$ cat src/common/stream_pkg.sv
`default_nettype none

package stream_pkg;

   localparam int DATA_W    = 32;
   localparam int SEL_W     = DATA_W / 8;
   localparam int MEM_AW    = 10;
   localparam int MEM_DEPTH = 1 << MEM_AW;
   // bit WB_AW-1 selects the memory region
   localparam int WB_AW     = 12;
   localparam int CNT_W     = 10;
   localparam int DELAY_W   = 7;
   // cycles from address to stream word
   localparam int STREAM_LAT = 2;

   localparam int REG_IDX_W = 3;
   localparam logic [REG_IDX_W-1:0] REG_CTRL   = 3'd0;
   localparam logic [REG_IDX_W-1:0] REG_STATUS = 3'd1;
   localparam logic [REG_IDX_W-1:0] REG_START  = 3'd2;
   localparam logic [REG_IDX_W-1:0] REG_INCR   = 3'd3;
   localparam logic [REG_IDX_W-1:0] REG_SHIFT  = 3'd4;
   localparam logic [REG_IDX_W-1:0] REG_PER    = 3'd5;
   localparam logic [REG_IDX_W-1:0] REG_ITER   = 3'd6;
   localparam logic [REG_IDX_W-1:0] REG_DELAY  = 3'd7;

   typedef logic [DATA_W-1:0] word_t;
   typedef logic [MEM_AW-1:0] mem_addr_t;

   // address pattern of one run
   typedef struct packed {
      mem_addr_t           start;
      mem_addr_t           incr;
      mem_addr_t           shift;
      logic [CNT_W-1:0]    per;
      logic [CNT_W-1:0]    iter;
      logic [DELAY_W-1:0]  delay;
   } ag_cfg_t;

endpackage

`default_nettype wire

$ cat src/addr_gen/addr_gen.sv
`timescale 1ns/1ps
`default_nettype none

module addr_gen (
   input  wire                      clk,
   input  wire                      rst,
   input  wire stream_pkg::ag_cfg_t cfg_i,
   input  wire                      start_i,
   output logic                     rd_en_o,
   output stream_pkg::mem_addr_t    rd_addr_o,
   output logic                     rd_last_o
);

   typedef enum logic [1:0] {st_idle, st_wait, st_run} state_t;

   state_t                           state;
   stream_pkg::ag_cfg_t              cfg_q;
   stream_pkg::ag_cfg_t              cur_cfg;
   logic [stream_pkg::DELAY_W-1:0]   dly_cnt;
   logic [stream_pkg::CNT_W-1:0]     step_cnt;
   logic [stream_pkg::CNT_W-1:0]     iter_cnt;
   logic [stream_pkg::CNT_W-1:0]     step_nxt;
   logic [stream_pkg::CNT_W-1:0]     iter_nxt;
   stream_pkg::mem_addr_t            base;
   logic                             launch;
   logic                             wrap;

   // zero count behaves like one
   function automatic logic [stream_pkg::CNT_W-1:0] lim_m1(
      input logic [stream_pkg::CNT_W-1:0] n
   );
      return (n == '0) ? '0 : n - 1'b1;
   endfunction

   assign cur_cfg = (state == st_idle) ? cfg_i : cfg_q;
   assign launch  = (state == st_idle && start_i && cfg_i.delay == '0) ||
                    (state == st_wait && dly_cnt == 1);
   assign wrap     = (step_cnt == lim_m1(cfg_q.per));
   assign step_nxt = wrap ? '0 : step_cnt + 1'b1;
   assign iter_nxt = wrap ? iter_cnt + 1'b1 : iter_cnt;

   always_ff @(posedge clk or posedge rst) begin
      if (rst) begin
         state     <= st_idle;
         cfg_q     <= '0;
         dly_cnt   <= '0;
         step_cnt  <= '0;
         iter_cnt  <= '0;
         base      <= '0;
         rd_en_o   <= 1'b0;
         rd_addr_o <= '0;
         rd_last_o <= 1'b0;
      end else begin
         case (state)
            st_idle: begin
               if (start_i) begin
                  cfg_q   <= cfg_i;
                  dly_cnt <= cfg_i.delay;
                  state   <= st_wait;
               end
            end
            st_wait: dly_cnt <= dly_cnt - 1'b1;
            default: begin
               if (rd_last_o) begin
                  rd_en_o   <= 1'b0;
                  rd_last_o <= 1'b0;
                  state     <= st_idle;
               end else begin
                  step_cnt  <= step_nxt;
                  iter_cnt  <= iter_nxt;
                  rd_last_o <= (step_nxt == lim_m1(cfg_q.per)) &&
                               (iter_nxt == lim_m1(cfg_q.iter));
                  // next iteration starts from the shifted base
                  if (wrap) begin
                     base      <= base + cfg_q.shift;
                     rd_addr_o <= base + cfg_q.shift;
                  end else begin
                     rd_addr_o <= rd_addr_o + cfg_q.incr;
                  end
               end
            end
         endcase
         // first address, overrides the state step above
         if (launch) begin
            rd_en_o   <= 1'b1;
            rd_addr_o <= cur_cfg.start;
            base      <= cur_cfg.start;
            step_cnt  <= '0;
            iter_cnt  <= '0;
            rd_last_o <= (lim_m1(cur_cfg.per) == '0) && (lim_m1(cur_cfg.iter) == '0);
            state     <= st_run;
         end
      end
   end

endmodule

`default_nettype wire

$ cat config.mk
export PLATFORM = sky130hd
export DESIGN_NAME = addr_gen
export DESIGN_NICKNAME = d
export VERILOG_FILES = /design/src/common/stream_pkg.sv /design/src/addr_gen/addr_gen.sv
export SDC_FILE = /design/constraint.sdc
export NUM_CORES = 1
export LEC_CHECK = 0
export CAP_MARGIN = 25
export CELL_PAD_IN_SITES_DETAIL_PLACEMENT = 2
export CELL_PAD_IN_SITES_GLOBAL_PLACEMENT = 2
export CORE_UTILIZATION = 35
export CTS_BUF_LIST = sky130_fd_sc_hd__clkbuf_16
export DETAILED_ROUTE_END_ITERATION = 8
export DONT_BUFFER_PORTS = 1
export GPL_TIMING_DRIVEN = 0
export HOLD_SLACK_MARGIN = 0.08
export PLACE_DENSITY = 0.79
export SKIP_CTS_REPAIR_TIMING = 1
export SLEW_MARGIN = 10
export SYNTH_ARGS = -nofsm -noshare
export SYNTH_HDL_FRONTEND = slang
export SYNTH_SLANG_ARGS = --single-unit
$ cat constraint.sdc
create_clock -name clk -period 3.39 [get_ports clk]
set_input_delay 0.339 -clock clk [delete_from_list [all_inputs] [get_ports clk]]
set_output_delay 0.339 -clock clk [all_outputs]
set_load 0.01 [all_outputs]
After elaboration in Yosys (flattened, before gate mapping). Index checks and enable logic that the tools add are counted.

Register bits after elaboration: 108. Output and inout bits: 12.

Add/subtract/negate cells: 9. Equality and inequality tests: 10. Mux-type cells: 33. Reduce and logical (&&, ||, !) cells: 25.

Operator list (number): $mux W10 (20); $logic_not A10 Y1 (6); $mux W57 (1); $sub A10 B1 Y10 const B (4); $eq A10 B10 Y1 (3); $add A10 B1 Y10 const B (2); $add A10 B10 Y10 (2); $pmux W7 S2 (1); $reduce_and A2 Y1 (4); $eq A7 B1 Y1 const B (1); $logic_not A7 Y1 (1); $mux W7 (1); $sub A7 B1 Y7 const B (1); $mux W1 (6); $mux W2 (3); $reduce_and A3 Y1 (2); $reduce_bool A2 Y1 (3); $logic_and A1 B1 Y1 (5); $ne A2 B1 Y1 const B (2); $ne A2 B2 Y1 const B (2); $pmux W2 S2 (1); $ne A3 B3 Y1 const B (1); $reduce_bool A3 Y1 (1); $eq A2 B1 Y1 const B (1); other kinds (3) (3).

Longest topological paths before layout.
Depth after elaboration: 9. Depth in mapped cells: 14. Depth with buffers taken out: 12.

Worst setup path before layout. No wires, ideal clock.

Kind: reg-to-reg. Start point: reg cfg_q[17] (netlist name). End point: reg base[6]. Setup time: 0.137 ns. Arrival: 3.278 ns. Required time: 3.253 ns. Path slack: -0.025 ns. Cell stages (with the launch flop): 14. Period minus slack after synthesis: 3.415 ns. Cell sequence: dfrtp_1 -> buf_2 -> inv_1 -> ha_1 -> or3b_1 -> o31ai_2 -> a21oi_1 -> o32ai_1 -> o221ai_2 -> nor3_4 -> nand2_1 -> buf_2 -> a211oi_1 -> a21oi_1.

Word-level cells in the longest chain between the ends: 5. Elaborated cells on any way between the ends: 6. Classes of those cells: add/sub: 1; eq/ne: 1; mux: 1; reduce/logical: 3.

Ends and longest elaborated chain: start, declared (RTL line addr_gen.sv:17) `stream_pkg::ag_cfg_t cfg_q;`; start signal, assigned (RTL line addr_gen.sv:57) `cfg_q <= cfg_i;`; $sub A10 B1 Y10 or $logic_not A10 Y1 (tied branches) (RTL line addr_gen.sv:32) `return (n == '0) ? '0 : n - 1'b1;`; $mux W10 * (RTL line addr_gen.sv:32); $eq A10 B10 Y1 * (RTL line addr_gen.sv:38) `assign wrap = (step_cnt == lim_m1(cfg_q.per));`; $reduce_bool A2 Y1 (no source line) *; $reduce_and A3 Y1 (no source line) *; end signal, assigned (RTL line addr_gen.sv:75) `base <= base + cfg_q.shift;`; end signal, assigned (RTL line addr_gen.sv:87) `base <= cur_cfg.start;`; end, declared (RTL line addr_gen.sv:24) `stream_pkg::mem_addr_t base;`.

Every way passes the cells marked *; elsewhere a longest branch is shown, timed or not. A chain may end at the register's enable or synchronous reset.

Worst setup path after layout.
Start point: reg cfg_q[17] (netlist name). End point: reg iter_cnt[7] (netlist name).

Word-level cells in the longest chain between the ends: 7. Elaborated cells on any way between the ends: 8. Classes of those cells: add/sub: 1; eq/ne: 1; mux: 5; reduce/logical: 1.

Ends and longest elaborated chain: $sub A10 B1 Y10 or $logic_not A10 Y1 (tied branches) (RTL line addr_gen.sv:32); $mux W10 * (RTL line addr_gen.sv:32); $eq A10 B10 Y1 * (RTL line addr_gen.sv:38); $mux W10 * (RTL line addr_gen.sv:40) `assign iter_nxt = wrap ? iter_cnt + 1'b1 : iter_cnt;`; $mux W10 * (RTL line addr_gen.sv:64) `if (rd_last_o) begin`; $mux W10 * (RTL line addr_gen.sv:54) `case (state)`; $mux W10 * (RTL line addr_gen.sv:84) `if (launch) begin`; end signal, assigned (RTL line addr_gen.sv:70) `iter_cnt <= iter_nxt;`; end, declared (RTL line addr_gen.sv:21) `logic [stream_pkg::CNT_W-1:0] iter_cnt;`.

Every way passes the cells marked *; elsewhere a longest branch is shown, timed or not. The select of a mux whose other input is x is not followed.

==> impl_metrics.yaml <==
hold_path:
  hold_start: "cfg_i[37]"
  hp-class: "input port to register"
  whs_path_depth: 2
  hold_end: "cfg_q[37]"
worst_setup_path:
  reg2reg_depth: 15
  r2r-end: "iter_cnt[7]"
  crit_arrival_ns: 3.94
  cp_slowest_stage_delay_ns: 0.46
  endpoint_kind: "register"
  crit_slowest_cell: "or4b_4"
  critPathLaunchType: "register"
  cp_max_fo: 5
  cp_common_cell: "buf_6"
  rrSetupSlack_ns: -0.27
  worstPathCellList: "buf_6 -> clkinvlp_4 -> ha_4 -> or4b_4 -> or3_4 -> nand3b_4 -> o2111ai_4 -> or3_4 -> buf_8 -> nor3_4 -> buf_6 -> buf_6 -> nand2_4 -> o41a_1 -> a31oi_1"
  critPathRequiredTime_ns: 3.67
  path_class: "register to register"
  worstReg2RegStart: "cfg_q[17]"
clocking:
  htreeDepth: 3
  clock_sinks: 101
  cts_buffer_depth: 2
  cts_tree: "yes"
  cts_root_buffer: "clkbuf_16"
  clkTransAtPathRegs_ns: 0.08
  cts_made_buffers: 9
  insertion_delay_ns: 0.37
yosys:
  syn_inst: 871
  synth_edf_count: 0
  synth_ff_type: "dfrtp_1"
  postSynth.asyncResetShare_pct: 100
  synth_nets: 960
  ys_warn_count: 0
  postSynthAreaPerCell_um2: 8.15
  synth_area_leaders: "dfrtp_1 (36%), nand2_1 (10%), ha_1 (4.8%), o21ai_0 (3.9%), a21oi_1 (3.7%)"
  synth_area_um2: 7100
  ys_seq_area_share_pct: 35.6
  synth_cell_type_count: 76
  yosysTopAreaCell: "dfrtp_1"
  ys_ff_latch: 101
  synth_top_area_share_pct: 35.6
finish:
  nFillCells: 2241
  num_antenna_cells: 0
  final_cells: 1192
  area_delta_synth_final_pct: 21.1
  final_common_cell: "nand2_1"
  final_cell_mix: "nand2_1 (188), dfrtp_1 (99), a21oi_1 (41)"
  final_nets: 1011
  drive_gt1_share_pct: 17.0
sta:
  finalSetupViolCount: 38
  setup_ws_ns: -0.270
  maxSlewViolCount: 0
  post-route-period-util_pct: 108
  relSlewSlack_pct: 46.5
  finalClockSkew_ns: 0.0100
  period_minus_slack_ns: 3.66
  worst_pin_slew_ns: 0.803
  rsz0062_at_grt: "yes"
  fmax_mhz: 273
  hold_viol: 0
power_and_ir_drop:
  ir_drop_v: 0.000237
  switching_share_pct: 40.4
  pwr-share-comb_pct: 40.4
  p_leak_nw: 3.65
  p_sw_mw: 1.81
  seqPwrFrac_pct: 35.5
  p_int_mw: 2.67
  clkPwrFrac_pct: 24.0
  power_density_nw_per_um2: 521
  power_mw: 4.48
route:
  ant_nets: 0
  wl_per_cell_um: 24.3
  first_pass_iters: 4
  drc: 0
  dr_total_vias: 7061
  vias_per_cell: 5.92
  postRouteWirelength_um: 28900
  drt_iter0_markers: 398
floorplan:
  die_h_um: 144
  die_w_um: 144
  rows: 51
  coreArea_um2: 19700
  start_util_pct: 36.1
  io_pins: 72
  die-area_um2: 20900
run:
  max_cap_violations: 0
global_routing:
  grt_max_degree: 74
  grt-ovfl-total: 0
  grt_usage_pct: 25.7
  antenna_found_initial: 0
  grt_pass1_vias: 7226
  grt_pass1_wl_um: 40500
placed_design:
  hpwl_um: 19800
  dp_worst_setup_slack_ns: -1.04
  gp_congestion: 0.819
  place_inst: 1137
  port_buffers: 0
outcome:
  violations: "negative setup slack"
  status: "finished, violations left"
[power groups by stage]
stage,combinational [mW],clock (mW),sequential [mW]
finish,1.81,1.08,1.59
global route,1.97,1.12,1.62
CTS,1.49,1.08,1.58
detailed placement,1.48,0,1.60
global placement,1.41,0,1.59
floorplan,1.12,0,1.53
[worst max-delay path: cells and delay by family, from the launching register on]
kind	cells	cell delay (ns)
simple gates	6	1.70
buf+inv	5	0.70
compound gates	3	0.66
flops	1	0.38
fa+ha+maj	1	0.15
[cell type report]
| cell class | count | area, um^2 | share of cell area (%) |
|---|---|---|---|
| multi-input cells | 690 | 4690 | 54.6 |
| flip-flops and latches | 101 | 2530 | 29.4 |
| repair buffers | 44 | 408 | 4.75 |
| well taps | 265 | 332 | 3.86 |
| clock buffers | 9 | 225 | 2.62 |
| plain buffers | 44 | 216 | 2.52 |
| inverters | 32 | 129 | 1.50 |
| clock inverters | 7 | 66.3 | 0.771 |
[cells by family after synthesis]
| kind of cell | Yosys count | share of synthesized area [%] |
|---|---|---|
| compound gates | 205 | 18.9 |
| buf+inv | 80 | 4.46 |
| xor+xnor | 36 | 4.83 |
| simple gates | 396 | 27.5 |
| mux | 23 | 3.28 |
| fa+ha+maj | 30 | 5.46 |
| flops | 101 | 35.6 |
[flip-flops by register name, indices dropped and copies added (netlist names)]
name / cells
rd_last_o: 1
state: 2
step_cnt: 10
rd_addr_o: 10
cfg_q: 50
base: 10
dly_cnt: 7
iter_cnt: 10
rd_en_o: 1
[how the worst max path moves through the flow]
stage / startpoint / to / slack (ns)
floorplan: cfg_q[17] / base[6] / 0.02
global placement: rst / step_cnt[1] / -1.03
detailed placement: cfg_q[17] / base[1] / -1.04
CTS: cfg_q[17] / base[1] / -1.10
global route: cfg_q[17] / iter_cnt[7] / -0.35
finish: cfg_q[17] / iter_cnt[7] / -0.27
[through the flow]
stage               TNS [ns]  hold WS, ns  utilization [%]  instance area, um^2
floorplan                  0        0.424                -                 7110
global placement     -130.42        0.442             37.9                 7440
detailed placement    -32.37        0.192             38.0                 7470
CTS                   -34.02       -0.203             39.5                 7760
global route           -8.13       0.0835             43.7                 8600
finish                 -5.17       0.0707             43.7                 8600
[routing by layer]
metal | share of wire, % | vias to the layer above | global-route usage [%]
li1 | - | 3229 | -
met1 | 44 | 3595 | 35.1
met2 | 48 | 183 | 41.9
met3 | 5.1 | 54 | 4.07
met4 | 2.7 | 0 | 6.70
met5 | 0 | - | 0
[cells in the mapped netlist, types with 4 or more instances]
library cell  instances
nand3_1              21
dfrtp_1             101
o211ai_1              5
o41ai_1               4
buf_1                 5
nand2b_1              4
a31oi_1              11
a22o_1                5
buf_2                 6
a21oi_1              53
and2_1                4
a211oi_1             12
o31ai_1               9
nor2_1               42
nor4_1               16
nand4_1              11
nand2_1             195
or4_1                 6
a21o_1                4
and3_1               17
nor3_1               25
nor2b_1              12
nand4b_1              7
xnor2_1              18
or3_1                 8
o21a_1                7
inv_1                32
o21ai_0              56
clkbuf_1             35
ha_1                 27
xor2_1               16
mux2i_1              21
Power figures use the tool's default switching activity.
