### src/common/stream_pkg.sv
`default_nettype none

package stream_pkg;

   localparam int DATA_W    = 32;
   localparam int SEL_W     = DATA_W / 8;
   localparam int MEM_AW    = 10;
   localparam int MEM_DEPTH = 1 << MEM_AW;
   // bit WB_AW-1 selects the memory region
   localparam int WB_AW     = 12;
   localparam int CNT_W     = 10;
   localparam int DELAY_W   = 7;
   // cycles from address to stream word
   localparam int STREAM_LAT = 2;

   localparam int REG_IDX_W = 3;
   localparam logic [REG_IDX_W-1:0] REG_CTRL   = 3'd0;
   localparam logic [REG_IDX_W-1:0] REG_STATUS = 3'd1;
   localparam logic [REG_IDX_W-1:0] REG_START  = 3'd2;
   localparam logic [REG_IDX_W-1:0] REG_INCR   = 3'd3;
   localparam logic [REG_IDX_W-1:0] REG_SHIFT  = 3'd4;
   localparam logic [REG_IDX_W-1:0] REG_PER    = 3'd5;
   localparam logic [REG_IDX_W-1:0] REG_ITER   = 3'd6;
   localparam logic [REG_IDX_W-1:0] REG_DELAY  = 3'd7;

   typedef logic [DATA_W-1:0] word_t;
   typedef logic [MEM_AW-1:0] mem_addr_t;

   // address pattern of one run
   typedef struct packed {
      mem_addr_t           start;
      mem_addr_t           incr;
      mem_addr_t           shift;
      logic [CNT_W-1:0]    per;
      logic [CNT_W-1:0]    iter;
      logic [DELAY_W-1:0]  delay;
   } ag_cfg_t;

endpackage

`default_nettype wire

### src/common/ram_wr_if.sv
`timescale 1ns/1ps
`default_nettype none

// write side of the stream memory
interface ram_wr_if;

   stream_pkg::mem_addr_t       addr;
   stream_pkg::word_t           data;
   logic [stream_pkg::SEL_W-1:0] strb;
   logic                        we;

   modport writer (
      output addr,
      output data,
      output strb,
      output we
   );

   modport mem (
      input addr,
      input data,
      input strb,
      input we
   );

endinterface

`default_nettype wire

### src/hw/stream_ctrl.sv
`timescale 1ns/1ps
`default_nettype none

module stream_ctrl (
   input  wire                          clk,
   input  wire                          rst,
   input  wire                          wb_cyc_i,
   input  wire                          wb_stb_i,
   input  wire                          wb_we_i,
   input  wire [stream_pkg::WB_AW-1:0]  wb_adr_i,
   input  wire [stream_pkg::SEL_W-1:0]  wb_sel_i,
   input  wire stream_pkg::word_t       wb_dat_i,
   output stream_pkg::word_t            wb_dat_o,
   output logic                         wb_ack_o,
   ram_wr_if.writer                     mem,
   output stream_pkg::ag_cfg_t          cfg_o,
   output logic                         start_o,
   input  wire                          strm_last_i,
   output logic                         done_o
);

   typedef enum logic [1:0] {st_idle, st_busy, st_dis} state_t;

   state_t                              state;
   logic                                req;
   logic                                mem_sel;
   logic                                reg_wr;
   logic                                run_wr;
   logic                                busy;
   logic                                dis_q;
   logic [stream_pkg::REG_IDX_W-1:0]    reg_idx;
   stream_pkg::ag_cfg_t                 cfg_q;
   stream_pkg::word_t                   rd_word;

   // no request in the cycle that carries an ack
   assign req     = wb_cyc_i & wb_stb_i & ~wb_ack_o;
   assign mem_sel = wb_adr_i[stream_pkg::WB_AW-1];
   assign reg_idx = wb_adr_i[stream_pkg::REG_IDX_W-1:0];
   assign reg_wr  = req & wb_we_i & ~mem_sel;
   assign run_wr  = reg_wr & (reg_idx == stream_pkg::REG_CTRL) & wb_dat_i[0];
   assign busy    = (state != st_idle);

   // memory write lands on the same edge as the ack
   assign mem.we   = req & wb_we_i & mem_sel;
   assign mem.addr = wb_adr_i[stream_pkg::MEM_AW-1:0];
   assign mem.data = wb_dat_i;
   assign mem.strb = wb_sel_i;

   assign cfg_o = cfg_q;

   // register readback, memory region reads as zero
   always_comb begin
      rd_word = '0;
      if (!mem_sel) begin
         case (reg_idx)
            stream_pkg::REG_CTRL:   rd_word = stream_pkg::word_t'({dis_q, 1'b0});
            stream_pkg::REG_STATUS: rd_word = stream_pkg::word_t'({done_o, busy});
            stream_pkg::REG_START:  rd_word = stream_pkg::word_t'(cfg_q.start);
            stream_pkg::REG_INCR:   rd_word = stream_pkg::word_t'(cfg_q.incr);
            stream_pkg::REG_SHIFT:  rd_word = stream_pkg::word_t'(cfg_q.shift);
            stream_pkg::REG_PER:    rd_word = stream_pkg::word_t'(cfg_q.per);
            stream_pkg::REG_ITER:   rd_word = stream_pkg::word_t'(cfg_q.iter);
            default:                rd_word = stream_pkg::word_t'(cfg_q.delay);
         endcase
      end
   end

   always_ff @(posedge clk or posedge rst) begin
      if (rst) begin
         wb_ack_o <= 1'b0;
         wb_dat_o <= '0;
         cfg_q    <= '0;
         dis_q    <= 1'b0;
      end else begin
         wb_ack_o <= req;
         if (req && !wb_we_i) begin
            wb_dat_o <= rd_word;
         end
         if (reg_wr) begin
            case (reg_idx)
               stream_pkg::REG_CTRL:  dis_q       <= wb_dat_i[1];
               stream_pkg::REG_START: cfg_q.start <= wb_dat_i[stream_pkg::MEM_AW-1:0];
               stream_pkg::REG_INCR:  cfg_q.incr  <= wb_dat_i[stream_pkg::MEM_AW-1:0];
               stream_pkg::REG_SHIFT: cfg_q.shift <= wb_dat_i[stream_pkg::MEM_AW-1:0];
               stream_pkg::REG_PER:   cfg_q.per   <= wb_dat_i[stream_pkg::CNT_W-1:0];
               stream_pkg::REG_ITER:  cfg_q.iter  <= wb_dat_i[stream_pkg::CNT_W-1:0];
               stream_pkg::REG_DELAY: cfg_q.delay <= wb_dat_i[stream_pkg::DELAY_W-1:0];
               default: ;
            endcase
         end
      end
   end

   // run sequencing, run writes while busy are dropped
   always_ff @(posedge clk or posedge rst) begin
      if (rst) begin
         state   <= st_idle;
         start_o <= 1'b0;
         done_o  <= 1'b0;
      end else begin
         start_o <= 1'b0;
         case (state)
            st_idle: begin
               if (run_wr) begin
                  done_o <= 1'b0;
                  if (wb_dat_i[1]) begin
                     state <= st_dis;
                  end else begin
                     start_o <= 1'b1;
                     state   <= st_busy;
                  end
               end
            end
            st_busy: begin
               if (strm_last_i) begin
                  done_o <= 1'b1;
                  state  <= st_idle;
               end
            end
            default: begin
               // disabled run finishes without output
               done_o <= 1'b1;
               state  <= st_idle;
            end
         endcase
      end
   end

endmodule

`default_nettype wire

### src/flat_wrapper.sv
// flat-port wrapper written by rule: the top's interface ports become plain ports
module stream_ctrl_flat 
  (clk, rst, wb_cyc_i, wb_stb_i, wb_we_i, wb_adr_i, wb_sel_i, wb_dat_i, wb_dat_o, wb_ack_o, cfg_o, start_o, strm_last_i, done_o, mem_addr, mem_data, mem_strb, mem_we);
  ram_wr_if mem_i ();
  input  wire clk;
  input  wire rst;
  input  wire wb_cyc_i;
  input  wire wb_stb_i;
  input  wire wb_we_i;
  input  wire [stream_pkg::WB_AW-1:0] wb_adr_i;
  input  wire [stream_pkg::SEL_W-1:0] wb_sel_i;
  input  wire stream_pkg::word_t wb_dat_i;
  output stream_pkg::word_t wb_dat_o;
  output logic wb_ack_o;
  output stream_pkg::ag_cfg_t cfg_o;
  output logic start_o;
  input  wire strm_last_i;
  output logic done_o;
  output wire logic [$bits(mem_i.addr)-1:0] mem_addr;
  output wire logic [$bits(mem_i.data)-1:0] mem_data;
  output wire logic [$bits(mem_i.strb)-1:0] mem_strb;
  output wire logic [$bits(mem_i.we)-1:0] mem_we;
  assign mem_addr = mem_i.addr;
  assign mem_data = mem_i.data;
  assign mem_strb = mem_i.strb;
  assign mem_we = mem_i.we;
  stream_ctrl u_core (.clk(clk), .rst(rst), .wb_cyc_i(wb_cyc_i), .wb_stb_i(wb_stb_i), .wb_we_i(wb_we_i), .wb_adr_i(wb_adr_i), .wb_sel_i(wb_sel_i), .wb_dat_i(wb_dat_i), .wb_dat_o(wb_dat_o), .wb_ack_o(wb_ack_o), .mem(mem_i), .cfg_o(cfg_o), .start_o(start_o), .strm_last_i(strm_last_i), .done_o(done_o));
endmodule
### config.mk
export PLATFORM = sky130hd
export DESIGN_NAME = stream_ctrl_flat
export DESIGN_NICKNAME = d
export VERILOG_FILES = /design/src/common/stream_pkg.sv /design/src/common/ram_wr_if.sv /design/src/hw/stream_ctrl.sv /design/src/flat_wrapper.sv
export SDC_FILE = /design/constraint.sdc
export NUM_CORES = 1
export LEC_CHECK = 0
export BUFFER_PORTS_ARGS = -buffer_cell sky130_fd_sc_hd__buf_2
export CAP_MARGIN = 30
export CORE_MARGIN = 2
export CORE_UTILIZATION = 50
export DETAILED_ROUTE_END_ITERATION = 10
export PLACE_DENSITY = 0.92
export SLEW_MARGIN = 0
export SYNTH_ARGS = -nofsm -noshare
export SYNTH_HDL_FRONTEND = slang
export SYNTH_SLANG_ARGS = --single-unit
### constraint.sdc
create_clock -name clk -period 6 [get_ports clk]
set_input_delay 0.6 -clock clk [delete_from_list [all_inputs] [get_ports clk]]
set_output_delay 0.6 -clock clk [all_outputs]
set_load 0.01 [all_outputs]
; ---- Word level (Yosys, flattened, before mapping)
; Index checks and enable logic that the tools add are counted.
[classes]
n_addsub = 0
mul = 0
div_mod_pow = 0
order_cmp = 0
n_eq_ne = 10
shifts = 0
muxes = 12
bitwise_logic = 9
n_reduce_logical = 13
[ops]
columns = op, count
row1 = $pmux W10 S7, 1
row2 = $mux W32, 1
row3 = $reduce_and A2 Y1, 8
row4 = $eq A3 B3 Y1 const B, 4
row5 = $and A1 B1 Y1, 7
row6 = $eq A3 B2 Y1 const B, 2
row7 = $mux W2, 3
row8 = $mux W1, 5
row9 = $pmux W2 S2, 1
row10 = $eq A3 B1 Y1 const B, 1
row11 = $logic_not A3 Y1, 1
row12 = $eq A2 B1 Y1 const B, 1
row13 = $logic_not A2 Y1, 1
row14 = $ne A2 B1 Y1 const B, 1
row15 = $ne A2 B2 Y1 const B, 1
row16 = $not A1 Y1, 2
row17 = $pmux W1 S2, 1
row18 = $reduce_bool A2 Y1, 1
row19 = $logic_and A1 B1 Y1, 1
row20 = $logic_not A1 Y1, 1
[totals]
ff_bits = 95
latchBits = 0
ramBits = 0
mem_bits_ro = 0
out_inout_bits = 139
elab_cells = 56
mem_count = 0

; ---- Longest topological paths before layout
[depth]
ltp_word = 8
ltp_mapped = 7
ltp_nobuf = 4

; ---- Worst setup path after synthesis
; No wires, ideal clock.
[synth_timing]
path_kind = input to register
startpoint = input port wb_stb_i
endpoint = register u_core.cfg_q, in the netlist u_core.cfg_o[47]
arrival_time_ns = 1.800
setup_slack_ns = 4.075
path_stages = 4
n_path_buf = 0
cell_sequence = and3b_2 > nand3b_4 > nor4_4 > mux2_2
[synth_via]
elab_chain_cells = 5
[synth_lines]
columns = element, line
row1 = start: declaration, flat_wrapper.sv:8  ; input wire wb_stb_i;
row2 = $and A1 B1 Y1 (2 in a row), stream_ctrl.sv:36  ; assign req = wb_cyc_i & wb_stb_i & ~wb_ack_o;
row3 = $and A1 B1 Y1 (2 in a row), stream_ctrl.sv:39  ; assign reg_wr = req & wb_we_i & ~mem_sel;
row4 = $reduce_and A2 Y1 (no source line), --
row5 = end: declaration, stream_ctrl.sv:32  ; stream_pkg::ag_cfg_t cfg_q;
; No other way between the ends.
; A chain may end at the register's enable or synchronous reset.

; ---- Worst setup path after layout
[layout_timing]
startpoint = input port wb_adr_i[1] (netlist name)
endpoint = register u_core.cfg_q, in the netlist u_core.cfg_o[50]
[layout_via]
elab_chain_cells = 2
[layout_lines]
columns = element, line
row1 = start: declaration, flat_wrapper.sv:10  ; input wire [stream_pkg::WB_AW-1:0] wb_adr_i;
row2 = $eq A3 B2 Y1, stream_ctrl.sv:80  ; case (reg_idx)
row3 = $reduce_and A2 Y1 (no source line), --
; No other way between the ends.

==> metrics.txt <==
routed wire length=9100 um; WL/cell=18.8 um; average vias per placed instance=5.43; Max Slew Vio Count=0; DRT iter0 DRCs=91; minimum clock period=2.42 ns; clk sinks=73; RSZ-0062 raised after global routing=no; antenna violations before repair=0; via count=2627; Synth Cell Area=3870 um2; post-CTS sizing=0; cts bufs inserted=9; Worst Path Required=6.24 ns; root buffer cell=clkbuf_8; # hold bufs at CTS=0; post-CTS setup buffers=0; worst skew pair latency=0.35 ns; P_leak=0.00222 uW; Cells after Synth=321; Data arrival, critical path=2.65 ns; Ant. Diodes=0; max cap viols=0; total global routing overflow=0; Routability Congestion=0.804; Crit Path Max Fanout=29; H-tree depth=3; Die Span Y=92.0 um; Area growth syn-to-layout=9.09%; Core Region=7610 um2; layout cell share with drive strength beyond 1=0.518; Seq/Total Area, Yosys=0.472; largest net degree at the start of global routing=74; final core occ=0.555; Power Dens Cells=279 nW/um2; Filler Cell Count=696; EDFF count, synth=0; critical path type=in -> reg; FFs w/ async S/R, synth=1.00; main flop type after synthesis=dfrtp_1; setup TNS=0 ns; status=finished, final reports clean; Die W=92.0 um; first-pass GRT wire length=14300 um; # DRC=0; relative slew slack=0.368; Post-synth top cells=dfrtp_1 (73), mux2_2 (69), buf_4 (68); crit start category=input port; GRT Total Usage=0.221; First-pass DRT Iterations=5; fmax=414 MHz; Yosys top cell area share=0.472; Core Rows=32; Fin. Hold Viols=0; Cell variety after synth=46; Peak supply drop=166 uV; CTS tree=done; Yosys Warn Count=0; post-route ant nets=0; vias in the first global route=2607; clock slew seen by the registers of the worst setup and hold paths=0.07 ns; number of I/O port buffers=103; flops & latches, synth=73; top cells by area, synth=dfrtp_1 (47%), mux2_2 (20%), buf_4 (13%); die footprint=8450 um2; area of the multi-input gates=1540 um2; clk buf depth=2; crit end category=flop; worst min path class=reg -> reg; count leader, synth=dfrtp_1; DPL Wire Length=6190 um; worst slew pin tran=0.940 ns; Yosys top cell by area=dfrtp_1; Reg area=1830 um2; io pins=193; syn_area_per_cell=12.0 um2; Nets=432; Clock Skew=0.00577 ns; setup violators final=0; Final period util=0.403; Starting Density=0.508
==> worst max-delay path, stage by stage <==
cell,delay (ns)
buf_2,0.53
inv_2,0.26
nor4_4,0.83
mux2_2,0.42
==> logic make-up after synthesis <==
kind of cell / count (synthesis) / share of synthesized area
muxes: 74 / 0.214
buffers and inverters: 86 / 0.151
AOI/OAI and AO/OA: 43 / 0.0793
DFF: 73 / 0.472
and+or+nand+nor: 44 / 0.0822
other: 1 / 0.000970
==> stage by stage <==
step           worst slack [ns]  cells  cell area, um2  hold slack [ns]  total power, uW
3_5_place_dp               3.17    469            4040            0.468              824
3_3_place_gp               3.22    469            4040            0.455              814
2_1_floorplan              3.55    342            3950            0.480              763
4_1_cts                    3.53    484            4220            0.484             1180
6_report                   3.58    484            4220            0.480             1180
5_1_grt                    3.46    484            4220            0.510             1230
==> metal layers <==
layer / share of wire / track usage / vias up
met1: 0.41 / 0.286 / 1333
met5: 0 / 0 / -
met3: 0.054 / 0.0551 / 26
li1: - / - / 1177
met4: 0.021 / 0.0970 / 0
met2: 0.51 / 0.352 / 91
==> final timing paths <==
check / end / depth (start not counted) / from / slack (ns)
max: u_core.cfg_o[50] / 4 / wb_adr_i[1] / 3.58
min: u_core.wb_dat_o[8] / 2 / u_core.wb_dat_o[8] / 0.48
max reg2reg: u_core.cfg_o[50] / 4 / u_core.wb_ack_o / 3.84
min reg2reg: u_core.wb_dat_o[8] / 2 / u_core.wb_dat_o[8] / 0.48
max in group asynchronous: u_core.wb_dat_o[0] / 3 / rst / 4.87
min in group asynchronous: u_core.cfg_o[29] / 3 / rst / 0.50
==> state kept, by name (all words and copies together) (netlist names) <==
signal / cells
u_core.state: 2
u_core.wb_dat_o: 10
u_core.cfg_o: 57
u_core.done_o: 1
u_core.wb_ack_o: 1
u_core.start_o: 1
u_core.dis_q: 1
==> placed cells by master, fill, tap and decap left out, types with 3 or more instances in the layout <==
master,count
o21ai_0,12
inv_1,4
nor2_1,3
a31oi_1,3
nor3_4,3
a21oi_1,3
clkbuf_8,9
conb_1,22
nor2b_1,3
nand2_1,16
mux2i_1,4
and3_1,3
buf_2,103
a221oi_1,4
o31ai_1,3
mux2_2,69
dfrtp_1,73
clkinv_2,3
==> cell type report <==
type                            instances  share of cell area
Sequential cell                        73               0.433
Multi-Input combinational cell        183               0.364
Clock inverter                          4              0.0107
Tap cell                              102              0.0302
Inverter                                6             0.00534
Clock buffer                           11              0.0311
Timing Repair Buffer                  105               0.126
==> report_power, final <==
group	internal, uW	switching, uW
Clock	188	175
Sequential	547	40.2
Combinational	105	121
(Power assumes the default switching activity.)
